**config.mk**
```make
export PLATFORM = sky130hd
export DESIGN_NAME = status_led_bank
export DESIGN_NICKNAME = d
export VERILOG_FILES = /design/src/common/led_pwm_pkg.sv /design/src/verilog/pwm_timebase.sv /design/src/breath/breath_profile.sv /design/src/breath/led_pwm.sv /design/src/verilog/status_led_bank.sv
export SDC_FILE = /design/constraint.sdc
export NUM_CORES = 1
export LEC_CHECK = 0
export CAP_MARGIN = 25
export CORE_MARGIN = 10
export CORE_UTILIZATION = 54
export CTS_CLUSTER_DIAMETER = 60
export CTS_CLUSTER_SIZE = 24
export DETAILED_ROUTE_END_ITERATION = 16
export DONT_BUFFER_PORTS = 1
export PLACE_DENSITY = 0.69
export SLEW_MARGIN = 20
export SYNTH_ARGS = -nofsm -noshare
export SYNTH_HDL_FRONTEND = slang
export SYNTH_SLANG_ARGS = --single-unit
```
**constraint.sdc**
```tcl
create_clock -name sysclk -period 5.75 [get_ports sysclk]
set_clock_uncertainty 0.2 [all_clocks]
set_input_delay 1.15 -clock sysclk [delete_from_list [all_inputs] [get_ports sysclk]]
set_output_delay 1.15 -clock sysclk [all_outputs]
set_load 0.1 [all_outputs]
```
**src/common/led_pwm_pkg.sv**
```systemverilog
package led_pwm_pkg;

    // pulse width, counted in pwm ticks
    typedef logic [15:0] pulse_width_t;

    // position in the breathing profile
    typedef logic [15:0] phase_t;

    // what a profile segment does to the width
    typedef enum logic [1:0] {
        seg_rise,
        seg_fall,
        seg_zero
    } seg_kind_e;

    //////////////////////////////
    // profile shape

    // rise, fall, dark, dark, rise, fall, rise, fall, then dark to the end
    function automatic seg_kind_e segment_kind(input phase_t seg);
        case (seg)
            16'd0, 16'd4, 16'd6: segment_kind = seg_rise;
            16'd1, 16'd5, 16'd7: segment_kind = seg_fall;
            default:             segment_kind = seg_zero;
        endcase
    endfunction

    // width at offset ofs inside a segment of the given kind
    function automatic pulse_width_t kind_width(input seg_kind_e kind, input phase_t ofs,
                                                input int seg_len, input int step);
        case (kind)
            seg_rise: kind_width = pulse_width_t'(step * (int'(ofs) + 1));
            seg_fall: kind_width = pulse_width_t'(step * (seg_len - (int'(ofs) + 1)));
            default:  kind_width = '0;
        endcase
    endfunction

    // width for an absolute phase, used to seed the profile at reset
    function automatic pulse_width_t phase_width(input phase_t phase, input int seg_len,
                                                 input int step);
        phase_t seg;
        phase_t ofs;
        seg = phase_t'(int'(phase) / seg_len);
        ofs = phase_t'(int'(phase) % seg_len);
        phase_width = kind_width(segment_kind(seg), ofs, seg_len, step);
    endfunction

endpackage

```
**src/verilog/pwm_timebase.sv**
```systemverilog
`timescale 1ns/1ps

module pwm_timebase #(
    parameter int TICK_BITS   = 6,
    parameter int FRAME_BITS  = 12,
    parameter int STEP_FRAMES = 2
) (
    input  logic sysclk,
    input  logic reset,
    output logic tick,
    output logic frame_start,
    output logic step
);

    // one counter covers tick prescale and ticks per frame
    localparam int CNT_BITS     = TICK_BITS + FRAME_BITS;
    // frames per step, at least one bit so the compare stays legal
    localparam int FCNT_BITS    = (STEP_FRAMES > 1) ? $clog2(STEP_FRAMES) : 1;

    logic [CNT_BITS-1:0]  count;
    logic [FCNT_BITS-1:0] frame_cnt;
    logic                 tick_wrap;
    logic                 frame_wrap;
    logic                 step_due;

    //////////////////////////////
    // wrap decode

    // low bits all ones, next clock starts a new tick
    assign tick_wrap  = &count[TICK_BITS-1:0];
    // whole counter all ones, next clock starts a new frame
    assign frame_wrap = &count;
    // last frame of a step group
    assign step_due   = (frame_cnt == FCNT_BITS'(STEP_FRAMES - 1));

    //////////////////////////////
    // counters

    always_ff @(posedge sysclk) begin
        if (reset) begin
            count     <= '0;
            frame_cnt <= '0;
        end else begin
            count <= count + 1'b1;
            // frames counted modulo STEP_FRAMES
            if (frame_wrap) begin
                frame_cnt <= step_due ? '0 : frame_cnt + 1'b1;
            end
        end
    end

    //////////////////////////////
    // strobes, one clock wide

    always_ff @(posedge sysclk) begin
        if (reset) begin
            tick        <= 1'b0;
            frame_start <= 1'b0;
            step        <= 1'b0;
        end else begin
            tick        <= tick_wrap;
            frame_start <= frame_wrap;
            // every STEP_FRAMES-th frame start also steps the profiles
            step        <= frame_wrap && step_due;
        end
    end

    // profiles advance only on a frame boundary
    a_step_on_frame: assert property (@(posedge sysclk) disable iff (reset)
        step |-> frame_start);

endmodule

```
**src/breath/breath_profile.sv**
```systemverilog
`timescale 1ns/1ps

module breath_profile import led_pwm_pkg::*; #(
    parameter phase_t START_PHASE = '0,
    parameter int     SEG_LEN     = 100,
    parameter int     STEP        = 20,
    parameter int     PHASE_COUNT = 1023
) (
    input  logic         sysclk,
    input  logic         reset,
    input  logic         step,
    output pulse_width_t pulse_width
);

    //////////////////////////////
    // constants

    // start position split into segment and offset
    localparam phase_t START_SEG  = phase_t'(int'(START_PHASE) / SEG_LEN);
    localparam phase_t START_OFS  = phase_t'(int'(START_PHASE) % SEG_LEN);
    // last phase before the wrap to 0
    localparam phase_t LAST_PHASE = phase_t'(PHASE_COUNT - 1);
    // last offset inside a segment
    localparam phase_t LAST_OFS   = phase_t'(SEG_LEN - 1);
    // width change per step
    localparam pulse_width_t STEP_W = pulse_width_t'(STEP);
    // peak of a rise segment
    localparam pulse_width_t MAX_W  = pulse_width_t'(STEP * SEG_LEN);

    //////////////////////////////
    // state

    phase_t       phase;
    phase_t       seg;
    phase_t       ofs;
    seg_kind_e    kind;
    pulse_width_t width;

    // lookahead for a segment boundary
    phase_t       next_seg;
    seg_kind_e    next_kind;
    pulse_width_t next_first;

    assign next_seg   = seg + 1'b1;
    assign next_kind  = segment_kind(next_seg);
    // offset 0 of the next segment
    assign next_first = kind_width(next_kind, '0, SEG_LEN, STEP);

    //////////////////////////////
    // segment FSM

    always_ff @(posedge sysclk) begin
        if (reset) begin
            // seeded from the start phase of this LED
            phase <= START_PHASE;
            seg   <= START_SEG;
            ofs   <= START_OFS;
            kind  <= segment_kind(START_SEG);
            width <= phase_width(START_PHASE, SEG_LEN, STEP);
        end else if (step) begin
            if (phase == LAST_PHASE) begin
                // end of profile, start over at segment 0
                phase <= '0;
                seg   <= '0;
                ofs   <= '0;
                kind  <= segment_kind('0);
                width <= kind_width(segment_kind('0), '0, SEG_LEN, STEP);
            end else if (ofs == LAST_OFS) begin
                // segment boundary
                phase <= phase + 1'b1;
                seg   <= next_seg;
                ofs   <= '0;
                kind  <= next_kind;
                width <= next_first;
            end else begin
                // inside a segment
                phase <= phase + 1'b1;
                ofs   <= ofs + 1'b1;
                case (kind)
                    seg_rise: width <= width + STEP_W;
                    seg_fall: width <= width - STEP_W;
                    default:  width <= '0;
                endcase
            end
        end
    end

    // registered width goes straight to the pwm
    assign pulse_width = width;

    //////////////////////////////
    // checks

    // never brighter than the top of a rise
    a_width_bound: assert property (@(posedge sysclk) disable iff (reset)
        width <= MAX_W);

endmodule

```
**src/breath/led_pwm.sv**
```systemverilog
`timescale 1ns/1ps

module led_pwm import led_pwm_pkg::*; #(
    parameter int FRAME_BITS = 12
) (
    input  logic         sysclk,
    input  logic         reset,
    input  logic         tick,
    input  logic         frame_start,
    input  pulse_width_t pulse_width,
    output logic         led_drive
);

    // index of the current tick inside the frame
    logic [FRAME_BITS-1:0] tick_cnt;
    // width held for the whole frame
    pulse_width_t          frame_width;
    // index and width that apply to this tick
    logic [FRAME_BITS-1:0] tick_idx;
    pulse_width_t          cur_width;

    //////////////////////////////
    // per-tick compare

    // first tick of a frame uses the width being sampled
    assign tick_idx  = frame_start ? '0 : tick_cnt + 1'b1;
    assign cur_width = frame_start ? pulse_width : frame_width;

    always_ff @(posedge sysclk) begin
        if (reset) begin
            tick_cnt    <= '0;
            frame_width <= '0;
            led_drive   <= 1'b0;
        end else begin
            // new width only at a frame start, no glitched frames
            if (frame_start) begin
                frame_width <= pulse_width;
            end
            // count clears on frame start, led held until the next tick
            if (tick) begin
                tick_cnt  <= tick_idx;
                led_drive <= pulse_width_t'(tick_idx) < cur_width;
            end
        end
    end

    //////////////////////////////
    // checks

    // frames are built from whole ticks
    a_frame_on_tick: assert property (@(posedge sysclk) disable iff (reset)
        frame_start |-> tick);

endmodule

```
**src/verilog/status_led_bank.sv**
```systemverilog
`timescale 1ns/1ps

module status_led_bank import led_pwm_pkg::*; #(
    parameter int TICK_BITS     = 6,
    parameter int FRAME_BITS    = 12,
    parameter int STEP_FRAMES   = 2,
    parameter int SEG_LEN       = 100,
    parameter int STEP          = 20,
    parameter int PHASE_COUNT   = 1023,
    parameter int N_LEDS        = 4,
    parameter int PHASE_SPACING = 64
) (
    input  logic              sysclk,
    input  logic              reset,
    output logic [N_LEDS-1:0] led_drive
);

    // shared strobes
    logic tick;
    logic frame_start;
    logic step;

    // width from each profile to its pwm
    pulse_width_t pulse_width [N_LEDS];

    //////////////////////////////
    // timebase, shared by all LEDs

    pwm_timebase #(
        .TICK_BITS  (TICK_BITS),
        .FRAME_BITS (FRAME_BITS),
        .STEP_FRAMES(STEP_FRAMES)
    ) u_timebase (
        .sysclk     (sysclk),
        .reset      (reset),
        .tick       (tick),
        .frame_start(frame_start),
        .step       (step)
    );

    //////////////////////////////
    // one profile and pwm per LED

    for (genvar i = 0; i < N_LEDS; i++) begin : g_led
        // LEDs spread across the profile
        localparam phase_t LED_START = phase_t'((i * PHASE_SPACING) % PHASE_COUNT);

        breath_profile #(
            .START_PHASE(LED_START),
            .SEG_LEN    (SEG_LEN),
            .STEP       (STEP),
            .PHASE_COUNT(PHASE_COUNT)
        ) u_profile (
            .sysclk     (sysclk),
            .reset      (reset),
            .step       (step),
            .pulse_width(pulse_width[i])
        );

        led_pwm #(
            .FRAME_BITS(FRAME_BITS)
        ) u_pwm (
            .sysclk     (sysclk),
            .reset      (reset),
            .tick       (tick),
            .frame_start(frame_start),
            .pulse_width(pulse_width[i]),
            .led_drive  (led_drive[i])
        );
    end

endmodule

```
==> qor.txt, run 1 <==
Max-Cap Viols: 0
CP Launch Type: flop
clock tree buffer depth: 3
GRT Util Overall: 0.1923
PD cells: 233.5 nW/um^2
Critical Path Slowest Stage Cell: dfxtp_1
largest net degree at the start of global routing: 214
worst-skew pair later-pin latency: 550 ps
CP cell instances: nand2b_1 > ha_1 > o21a_1 > or4_4 > or4_4 > a2111oi_2 > a31oi_1 > and4_4 > a311o_1
number of synthesized flops with an enable pin: 0
clock transition at the registers of the reported paths: 70 ps
clock root buffer: clkbuf_16
number of DRC violations after detailed-routing iteration 0: 1255
worst setup margin: 2052 ps
pins over their slew limit: 0
Die ar.: 48240 um^2
post-DP HPWL: 31.19 mm
Crit path top cell by count: or4_4
largest family of logic cells by synthesized area: simple AND/OR/NAND/NOR gates
Yosys reg bits: 394
syn_nets: 2808
Core ar.: 39550 um^2
FMAX: 270.4 MHz
Seq/Total Area, Yosys: 0.3665
CP Buf/Inv Count: 0
Final min period: 3698 ps
Post-Synth Adder-Cell Area: 0.05407
Area Overhead vs Synth: 6.355%
Synth area leader: dfxtp_1
post-synth cell types: 79
Synth Cell Area: 21520 um^2
Crit path arrival time: 3930 ps
CTS-repair resized insts: 0
Hold-fix buffers, CTS: 0
period utilization: 0.6431
final hold slack: 247.3 ps
xor-xnor portion of the synthesized cell area: 0.07611
drt pass-1 iters: 7
endpoints failing setup: 0
Pleak: 8.087 nW
Wirelength per Cell: 15.00 um
Mapped Cells: 2713
Max VDD drop: 223.6 uV
Final #Nets: 2695
post-synth top area share: 0.3665
Synth area leaders: dfxtp_1 37%, nor2_1 6.9%, ha_1 5.4%, o21ai_0 4.7%, xor2_1 4.5%
Via density: 5.885
DRC viols: 0
total grt overflow: 0
multiplexer share of the synthesized area: 0.04157
fraction of layout instances using a drive strength above 1: 0.04113
biggest cell delay along the critical path: 500 ps
clock sink count: 394
Die Ht: 219.6 um
CTS tree: yes
input/output buffers: 0
RSZ-0062 raised after global routing: no
relative slew slack: 0.2420
Final Hold Fails: 0
DR vias: 18540
status: complete, no violations
initial antenna violation count: 0
Setup crit end kind: flop
H-tree depth: 2
worst setup slack after placement: 2127 ps
I/O pins: 6
async set-reset flop share out of synthesis: 0
DRT Wirelength: 47.25 mm
WP data required: 5990 ps
prevailing post-synth register cell: dfxtp_1
CTS buffer count: 35
crit-path max FO: 12
diode count: 0
Compound-Gate Fraction of Synth Area: 0.1534
Antenna Nets Post-Route: 0
Starting Density: 0.5441
Placer Congestion: 0.8913
overall power: 0.005344 W
crit-path leading delay family: simple AND/OR/NAND/NOR gates
vias in the first global route: 17050
Rows: 73
Crit Path Category: flop to flop
syn_area_per_cell: 7.932 um^2
Synth Warn #: 0
die width: 219.6 um
Post-CTS Setup Repair Bufs: 0
Simple-Gate Fraction of Synth Area: 0.2704
Worst Tran Pin Value: 1133 ps
total negative setup slack: 0 ps
Hold Path Class: flop to flop
first-pass GRT wire length: 80.87 mm
==> cells in the mapped netlist, types with 12 or more instances <==
master,instances
mux2i_1,86
a31oi_1,34
nor2_1,394
xnor2_1,76
and4_1,21
or3_1,41
or2_2,14
nor2b_1,18
and3_1,54
a211oi_1,14
nand4_1,68
xor2_1,111
a21oi_1,141
inv_1,42
a21o_1,12
buf_1,20
and2_1,16
nor3b_1,13
o31ai_1,13
dfxtp_1,394
o211ai_1,16
clkbuf_1,132
nor3_1,85
or4_1,13
o21ai_0,200
nand2b_1,21
nand2_1,247
nand3_1,112
ha_1,93
nor4_1,45
==> sequential cells by signal, indices dropped and copies added, names as in the netlist, 4 cells and up <==
| register | cells |
|---|---|
| g_led.u_pwm.tick_cnt | 48 |
| g_led.u_profile.seg | 64 |
| g_led.u_pwm.frame_width | 64 |
| g_led.u_profile.ofs | 64 |
| g_led.u_profile.kind | 8 |
| u_timebase.count | 18 |
| g_led.u_profile.phase | 64 |
| g_led.u_pwm.led_drive | 4 |
| g_led.u_profile.pulse_width | 56 |
==> per-layer routing <==
layer / GRT usage / wire length [um] / up-vias
li1: - / - / 9438
met1: 0.2515 / 22500 / 8698
met2: 0.3224 / 21810 / 341
met3: 0.03099 / 2031 / 66
met4: 0.05318 / 911 / 0
met5: 0 / 0 / -
==> where the power goes <==
group | switching [W] | internal (W) | leakage, nW
Clock | 0.00114 | 0.00143 | 0.602
Combinational | 0.0000314 | 0.0000102 | 4.31
Sequential | 0.00000264 | 0.00273 | 3.18
Total | 0.00117 | 0.00417 | 8.09
==> stage by stage <==
| stage | util | area, um^2 | std cells |
|---|---|---|---|
| floorplan | - | 21520 | 2713 |
| global placement | 0.5460 | 21600 | 3082 |
| detailed placement | 0.5467 | 21620 | 3086 |
| CTS | 0.5784 | 22880 | 3149 |
| global route | 0.5787 | 22890 | 3151 |
| finish | 0.5787 | 22890 | 3151 |
==> area by class of cell <==
type | count | area [um^2]
Inverter | 46 | 172.7
Clock buffer | 44 | 982.2
Sequential cell | 394 | 7896
Fill cell | 3601 | 16660
Timing Repair Buffer | 13 | 90.09
Tap cell | 525 | 656.9
Clock inverter | 19 | 271.5
Multi-Input combinational cell | 2110 | 12820
==> kinds of logic after synthesis <==
group	Yosys count
fa+ha+maj	93
simple gates	1197
xor+xnor	187
flops	394
compound gates	544
buf+inv	209
mux	89
==> path summary, 6_finish.rpt <==
kind | start | slack (ps) | cells past startpoint | to
min reg2reg | u_timebase.count[0]$_SDFF_PP0_ | 250 | 1 | u_timebase.count[0]$_SDFF_PP0_
min | u_timebase.count[0]$_SDFF_PP0_ | 250 | 1 | u_timebase.count[0]$_SDFF_PP0_
max | g_led[2].u_profile.kind[1]$_SDFFE_PP0P_ | 2050 | 9 | g_led[2].u_profile.pulse_width[15]$_SDFFE_PP0P_
max reg2reg | g_led[2].u_profile.kind[1]$_SDFFE_PP0P_ | 2050 | 9 | g_led[2].u_profile.pulse_width[15]$_SDFFE_PP0P_
==> cell usage in the layout, fill, tap and decap left out, types with 68 or more instances in the layout <==
cell type    n
ha_1        93
nand3_1    112
o21ai_0    200
nor2_1     394
nand2_1    247
nand4_1     68
mux2i_1     86
a21oi_1    141
xor2_1     111
nor3_1      85
dfxtp_1    391
xnor2_1     76
==> worst reg2reg max path: cells and delay by family (launching register included) <==
family                     cells  cell delay, ps
AOI/OAI and AO/OA              4             880
DFF                            1             500
adders and majority gates      1             400
and+or+nand+nor                4            1610
Note: power is estimated with default switching activity, not from simulation.
==> inputs of run 2 (changes only) <==
- PLACE_DENSITY: 0.69 -> 0.72
- clock period: 5.75 -> 3.1 ns (I/O delays scaled with it)
==> qor.txt, run 2 (same netlist as run 1, synthesis figures left out) <==
status: complete, no violations
Final min period: 2968 ps
Area Overhead vs Synth: 9.286%
Rows: 73
clock transition at the registers of the reported paths: 80 ps
Crit path arrival time: 3200 ps
Core ar.: 39550 um^2
CP cell instances: nand2b_4 > ha_4 > o21a_1 > or4_4 > or4_4 > a2111oi_4 > a31oi_2 > and4_4 > a311o_1
wire length on met3: 2.780 mm
H-tree depth: 2
R2R setup slack: 130 ps
final hold slack: 92.15 ps
DRC viols: 0
Via density: 5.908
GRT Util Overall: 0.2019
Post-Place Cells: 3146
RR Startpoint: g_led[2].u_profile.kind[1]$_SDFFE_PP0P_
RSZ-0062 raised after global routing: yes
crit-path leading delay family: simple AND/OR/NAND/NOR gates
Post-CTS Setup Repair Bufs: 0
I/O pins: 6
worst r2r path cells: 9
WP data required: 3330 ps
drt pass-1 iters: 5
Final Hold Fails: 0
Critical Path Slowest Stage Cell: or4_4
first-pass GRT wire length: 83.88 mm
hold path depth: 3
CTS tree: yes
worst-skew pair later-pin latency: 570 ps
largest net degree at the start of global routing: 98
period utilization: 0.9575
Pleak: 8.431 nW
routed wl met2: 23.18 mm
crit-path max FO: 7
initial antenna violation count: 0
Crit path top cell by count: or4_4
PD cells: 420.0 nW/um^2
Wirelength per Cell: 15.48 um
clock sink count: 394
CP Launch Type: flop
DRT met1 WL: 22.73 mm
FMAX: 336.9 MHz
Crit Path Category: flop to flop
commonest non-fill, non-tap cell in the layout: nor2_1
Setup crit end kind: flop
input/output buffers: 0
vias in the first global route: 17680
diode count: 0
number of DRC violations after detailed-routing iteration 0: 1276
DR vias: 18990
CTS buffer count: 35
CP Buf/Inv Count: 0
post-DP HPWL: 32.85 mm
biggest cell delay along the critical path: 500 ps
Post-Layout Cell Count: 3215
endpoints failing setup: 0
r2r endpoint: g_led[2].u_profile.pulse_width[15]$_SDFFE_PP0P_
min-delay src: reset
clock root buffer: clkbuf_16
Placer Congestion: 0.8813
overall power: 0.009877 W
pins over their slew limit: 0
most frequent cells in the layout: 394 x nor2_1, 389 x dfxtp_1, 247 x nand2_1, 200 x o21ai_0, 140 x a21oi_1
Hold EP: g_led[0].u_profile.kind[0]$_SDFFE_PP0P_
Die ar.: 48240 um^2
Starting Density: 0.5441
final core occ: 0.5946
Die Ht: 219.6 um
Antenna Nets Post-Route: 0
relative slew slack: 0.2890
total grt overflow: 0
DR top layer: met4
Max VDD drop: 500.7 uV
die width: 219.6 um
Max-Cap Viols: 0
Worst Tran Pin Value: 1058 ps
fraction of layout instances using a drive strength above 1: 0.06840
Hold Path Class: input pin to flop
DRT Wirelength: 49.76 mm
clock tree buffer depth: 3
Final #Nets: 2759
[run 2: cell count changes in the layout (fill, tap and decap cells not counted), moves of 2 or more]
cell and change:
buf_4 +60, buf_12 +4, clkbuf_1 -4, clkinv_8 +3, inv_6 +3, buf_16 +2, buf_2 -2, bufinv_16 -2
clkinv_2 +2, dfxtp_1 -2, dfxtp_2 +2
[run 2: worst register-to-register path, stage by stage (launching register included)]
cell and delay [ps]:
dfxtp_1 320, nand2b_4 150, ha_4 240, o21a_1 120, or4_4 500, or4_4 440, a2111oi_4 380, a31oi_2 80
and4_4 170, a311o_1 260
[run 2: timing repair]
| item | in CTS | in global routing |
|---|---|---|
| hold buffers | 4 | 0 |
| endpoints found under the hold margin | 97 | 0 |
| gates resized for setup | 0 | 7 |
| setup endpoints to repair | 0 | 11 |
[run 2: cell type report]
class / instances / area, um^2
fillers: 3460 / 16030
multi-input cells: 2110 / 12880
flip-flops and latches: 394 / 7899
clock buffers: 39 / 953.4
repair buffers: 77 / 670.6
well taps: 525 / 656.9
clock inverters: 24 / 286.5
inverters: 46 / 172.7
[run 2: worst max path at each step]
stage | startpoint | slack (ps) | cells past startpoint | end
after floorplan | g_led[2].u_profile.kind[1]$_SDFFE_PP0P_ | -100 | 12 | g_led[2].u_profile.pulse_width[15]$_SDFFE_PP0P_
after global placement | g_led[2].u_profile.pulse_width[5]$_SDFFE_PP0P_ | 110 | 7 | g_led[2].u_profile.pulse_width[15]$_SDFFE_PP0P_
after detailed placement | g_led[2].u_profile.pulse_width[5]$_SDFFE_PP0P_ | 70 | 7 | g_led[2].u_profile.pulse_width[15]$_SDFFE_PP0P_
after CTS | g_led[2].u_profile.pulse_width[5]$_SDFFE_PP0P_ | 60 | 7 | g_led[2].u_profile.pulse_width[15]$_SDFFE_PP0P_
after global routing | g_led[0].u_profile.seg[0]$_SDFFE_PP0P_ | -10 | 8 | g_led[0].u_profile.pulse_width[10]$_SDFFE_PP0P_
final | g_led[2].u_profile.kind[1]$_SDFFE_PP0P_ | 130 | 9 | g_led[2].u_profile.pulse_width[15]$_SDFFE_PP0P_
[run 2: metal layers]
| metal | global-route usage | vias to the layer above |
|---|---|---|
| li1 | - | 9584 |
| met1 | 0.2591 | 8926 |
| met2 | 0.3408 | 410 |
| met3 | 0.03181 | 73 |
| met4 | 0.06551 | 0 |
| met5 | 0 | - |
[run 2: power breakdown]
group          leakage [nW]  switching [W]  internal (W)  total [W]
Clock                 0.602        0.00217       0.00249    0.00466
Sequential             3.17     0.00000532       0.00506    0.00506
Combinational          4.65       0.000113     0.0000369   0.000150
Total                  8.43        0.00229       0.00759    0.00988
[run 2: metrics by stage]
| stage | setup TNS, ps | cell area [um^2] | setup slack [ps] |
|---|---|---|---|
| after detailed placement | 0 | 22150 | 73.01 |
| after floorplan | -100.1 | 21580 | -100.1 |
| after global routing | -13.37 | 23520 | -13.37 |
| after global placement | 0 | 22150 | 110.3 |
| after CTS | 0 | 23470 | 58.34 |
| final | 0 | 23520 | 131.8 |
==> inputs of run 3 (changes only) <==
- CORE_UTILIZATION: 54 -> 40
- PLACE_DENSITY: 0.72 -> unset
==> qor.txt, run 3 (same netlist as run 1, synthesis figures left out) <==
Sw Pwr: 0.002595 W
Final #Nets: 2763
final hold slack: 62.06 ps
Gate power share: 0.013
Hold Path Class: input pin to flop
CP Launch Type: flop
wire length on met3: 1.974 mm
die width: 251.9 um
worst-skew pair later-pin latency: 580 ps
most frequent cells in the layout: 393 x nor2_1, 391 x dfxtp_1, 247 x nand2_1, 199 x o21ai_0, 141 x a21oi_1
Wirelength per Cell: 14.67 um
FMAX: 331.2 MHz
fraction of layout instances using a drive strength above 1: 0.07003
Rows: 84
largest net degree at the start of global routing: 128
Seq pwr share: 0.486
I/O pins: 6
Post-CTS Setup Repair Bufs: 0
Die ar.: 63480 um^2
CTS buffer count: 39
GRT Util Overall: 0.1525
Core ar.: 52870 um^2
DRC viols: 0
WP data required: 3380 ps
fin area: 23920 um^2
clock root buffer: clkbuf_16
WP depth: 7
worst r2r path cells: 7
Crit Path Category: flop to flop
DRT met1 WL: 24.27 mm
post-DP HPWL: 33.38 mm
Final min period: 3020 ps
commonest non-fill, non-tap cell in the layout: nor2_1
initial antenna violation count: 1
H-tree depth: 2
drt pass-1 iters: 5
CTS tree: yes
r2r endpoint: g_led[2].u_profile.pulse_width[15]$_SDFFE_PP0P_
Setup crit start: g_led[2].u_profile.pulse_width[5]$_SDFFE_PP0P_
final core occ: 0.4524
Crit path top cell by count: or4_4
CP cell instances: or4_1 > or4_4 > or4_4 > a2111oi_4 > a31oi_1 > and4_4 > a311o_1
Fill cells: 5188
crit-path leading delay family: simple AND/OR/NAND/NOR gates
first-pass GRT wire length: 84.14 mm
RR Startpoint: g_led[2].u_profile.pulse_width[5]$_SDFFE_PP0P_
total grt overflow: 0
Sw Share: 0.2490
critical path endpoint: g_led[2].u_profile.pulse_width[15]$_SDFFE_PP0P_
number of DRC violations after detailed-routing iteration 0: 1253
diode count: 0
DR top layer: met4
Placer Congestion: 0.8467
Critical Path Slowest Stage Cell: or4_4
Via density: 5.562
endpoints failing setup: 0
period utilization: 0.9741
CP Buf/Inv Count: 0
RSZ-0062 raised after global routing: no
total negative setup slack: 0 ps
routed wl met2: 22.45 mm
Die Ht: 251.9 um
R2R setup slack: 80 ps
relative slew slack: 0.3682
Post-DP Area: 22390 um^2
DR vias: 18840
Antenna Nets Post-Route: 0
Max-Cap Viols: 0
clock tree buffer depth: 3
Worst Tran Pin Value: 947.7 ps
Crit path arrival time: 3300 ps
Int Power: 0.007827 W
Setup crit end kind: flop
Pleak: 8.534 nW
clock transition at the registers of the reported paths: 80 ps
Final Hold Fails: 0
biggest cell delay along the critical path: 560 ps
pins over their slew limit: 0
DRT Wirelength: 49.70 mm
Area Overhead vs Synth: 11.15%
clock share of power: 0.501
Starting Density: 0.4071
status: complete, no violations
Max VDD drop: 328.3 uV
input/output buffers: 0
hold path depth: 2
crit-path max FO: 3
vias in the first global route: 17470
clock sink count: 394
PD cells: 435.8 nW/um^2
## run 3: changes by cell type in the layout (fill, tap and decap cells not counted), moves of 2 or more
cell       before  now
clkbuf_1        0    2
clkinv_8        6   12
inv_8           1    4
dfxtp_1       389  391
clkbuf_16      37   41
dfxtp_2         3    1
inv_16          0    2
inv_12          0    2
clkinv_4        4    0
clkinv_2        3    0
## run 3: final cells by class
cell class                      instances  area, um^2  area share
Multi-Input combinational cell       2110       12870      0.5381
Tap cell                              688       860.8     0.03599
Inverter                               46       172.7    0.007219
Clock inverter                         28       402.9     0.01684
Clock buffer                           44        1047     0.04379
Timing Repair Buffer                   77       668.1     0.02793
Sequential cell                       394        7896      0.3301
## run 3: per-layer routing
metal  global-route usage  vias to the layer above
li1                     -                     9590
met1               0.2031                     8847
met2               0.2512                      334
met3              0.02221                       67
met4              0.04535                        0
met5                    0                        -
## run 3: timing repair
action	in CTS	in global routing
resized for setup	0	5
endpoints found under the hold margin	127	0
setup endpoints to repair	0	9
hold buffers	2	0
## run 3: worst min-delay path by stage
stage                              startpoint                                               to
2_1_floorplan  u_timebase.count[0]$_SDFF_PP0_                   u_timebase.count[0]$_SDFF_PP0_
6_report                                reset  g_led[2].u_profile.pulse_width[14]$_SDFFE_PP0P_
4_1_cts                                 reset  g_led[2].u_profile.pulse_width[14]$_SDFFE_PP0P_
5_1_grt                                 reset  g_led[2].u_profile.pulse_width[14]$_SDFFE_PP0P_
3_5_place_dp   u_timebase.count[0]$_SDFF_PP0_                   u_timebase.count[0]$_SDFF_PP0_
3_3_place_gp   u_timebase.count[0]$_SDFF_PP0_                   u_timebase.count[0]$_SDFF_PP0_
## run 3: stage by stage
step	setup slack (ps)	cells	power, W
5_1_grt	0.5860	3387	0.01077
4_1_cts	86.91	3387	0.01058
6_report	80.42	3387	0.01042
3_3_place_gp	82.89	3313	0.005269
3_5_place_dp	79.06	3313	0.005271
2_1_floorplan	-100.1	2713	0.005271
## run 3: power by group through the flow
stage          Combinational (W)  Clock (W)  Sequential, W
4_1_cts                 0.000141    0.00538        0.00506
3_5_place_dp           0.0000881          0        0.00518
6_report                0.000139    0.00522        0.00506
5_1_grt                 0.000151    0.00556        0.00506
3_3_place_gp           0.0000866          0        0.00518
2_1_floorplan          0.0000897          0        0.00518
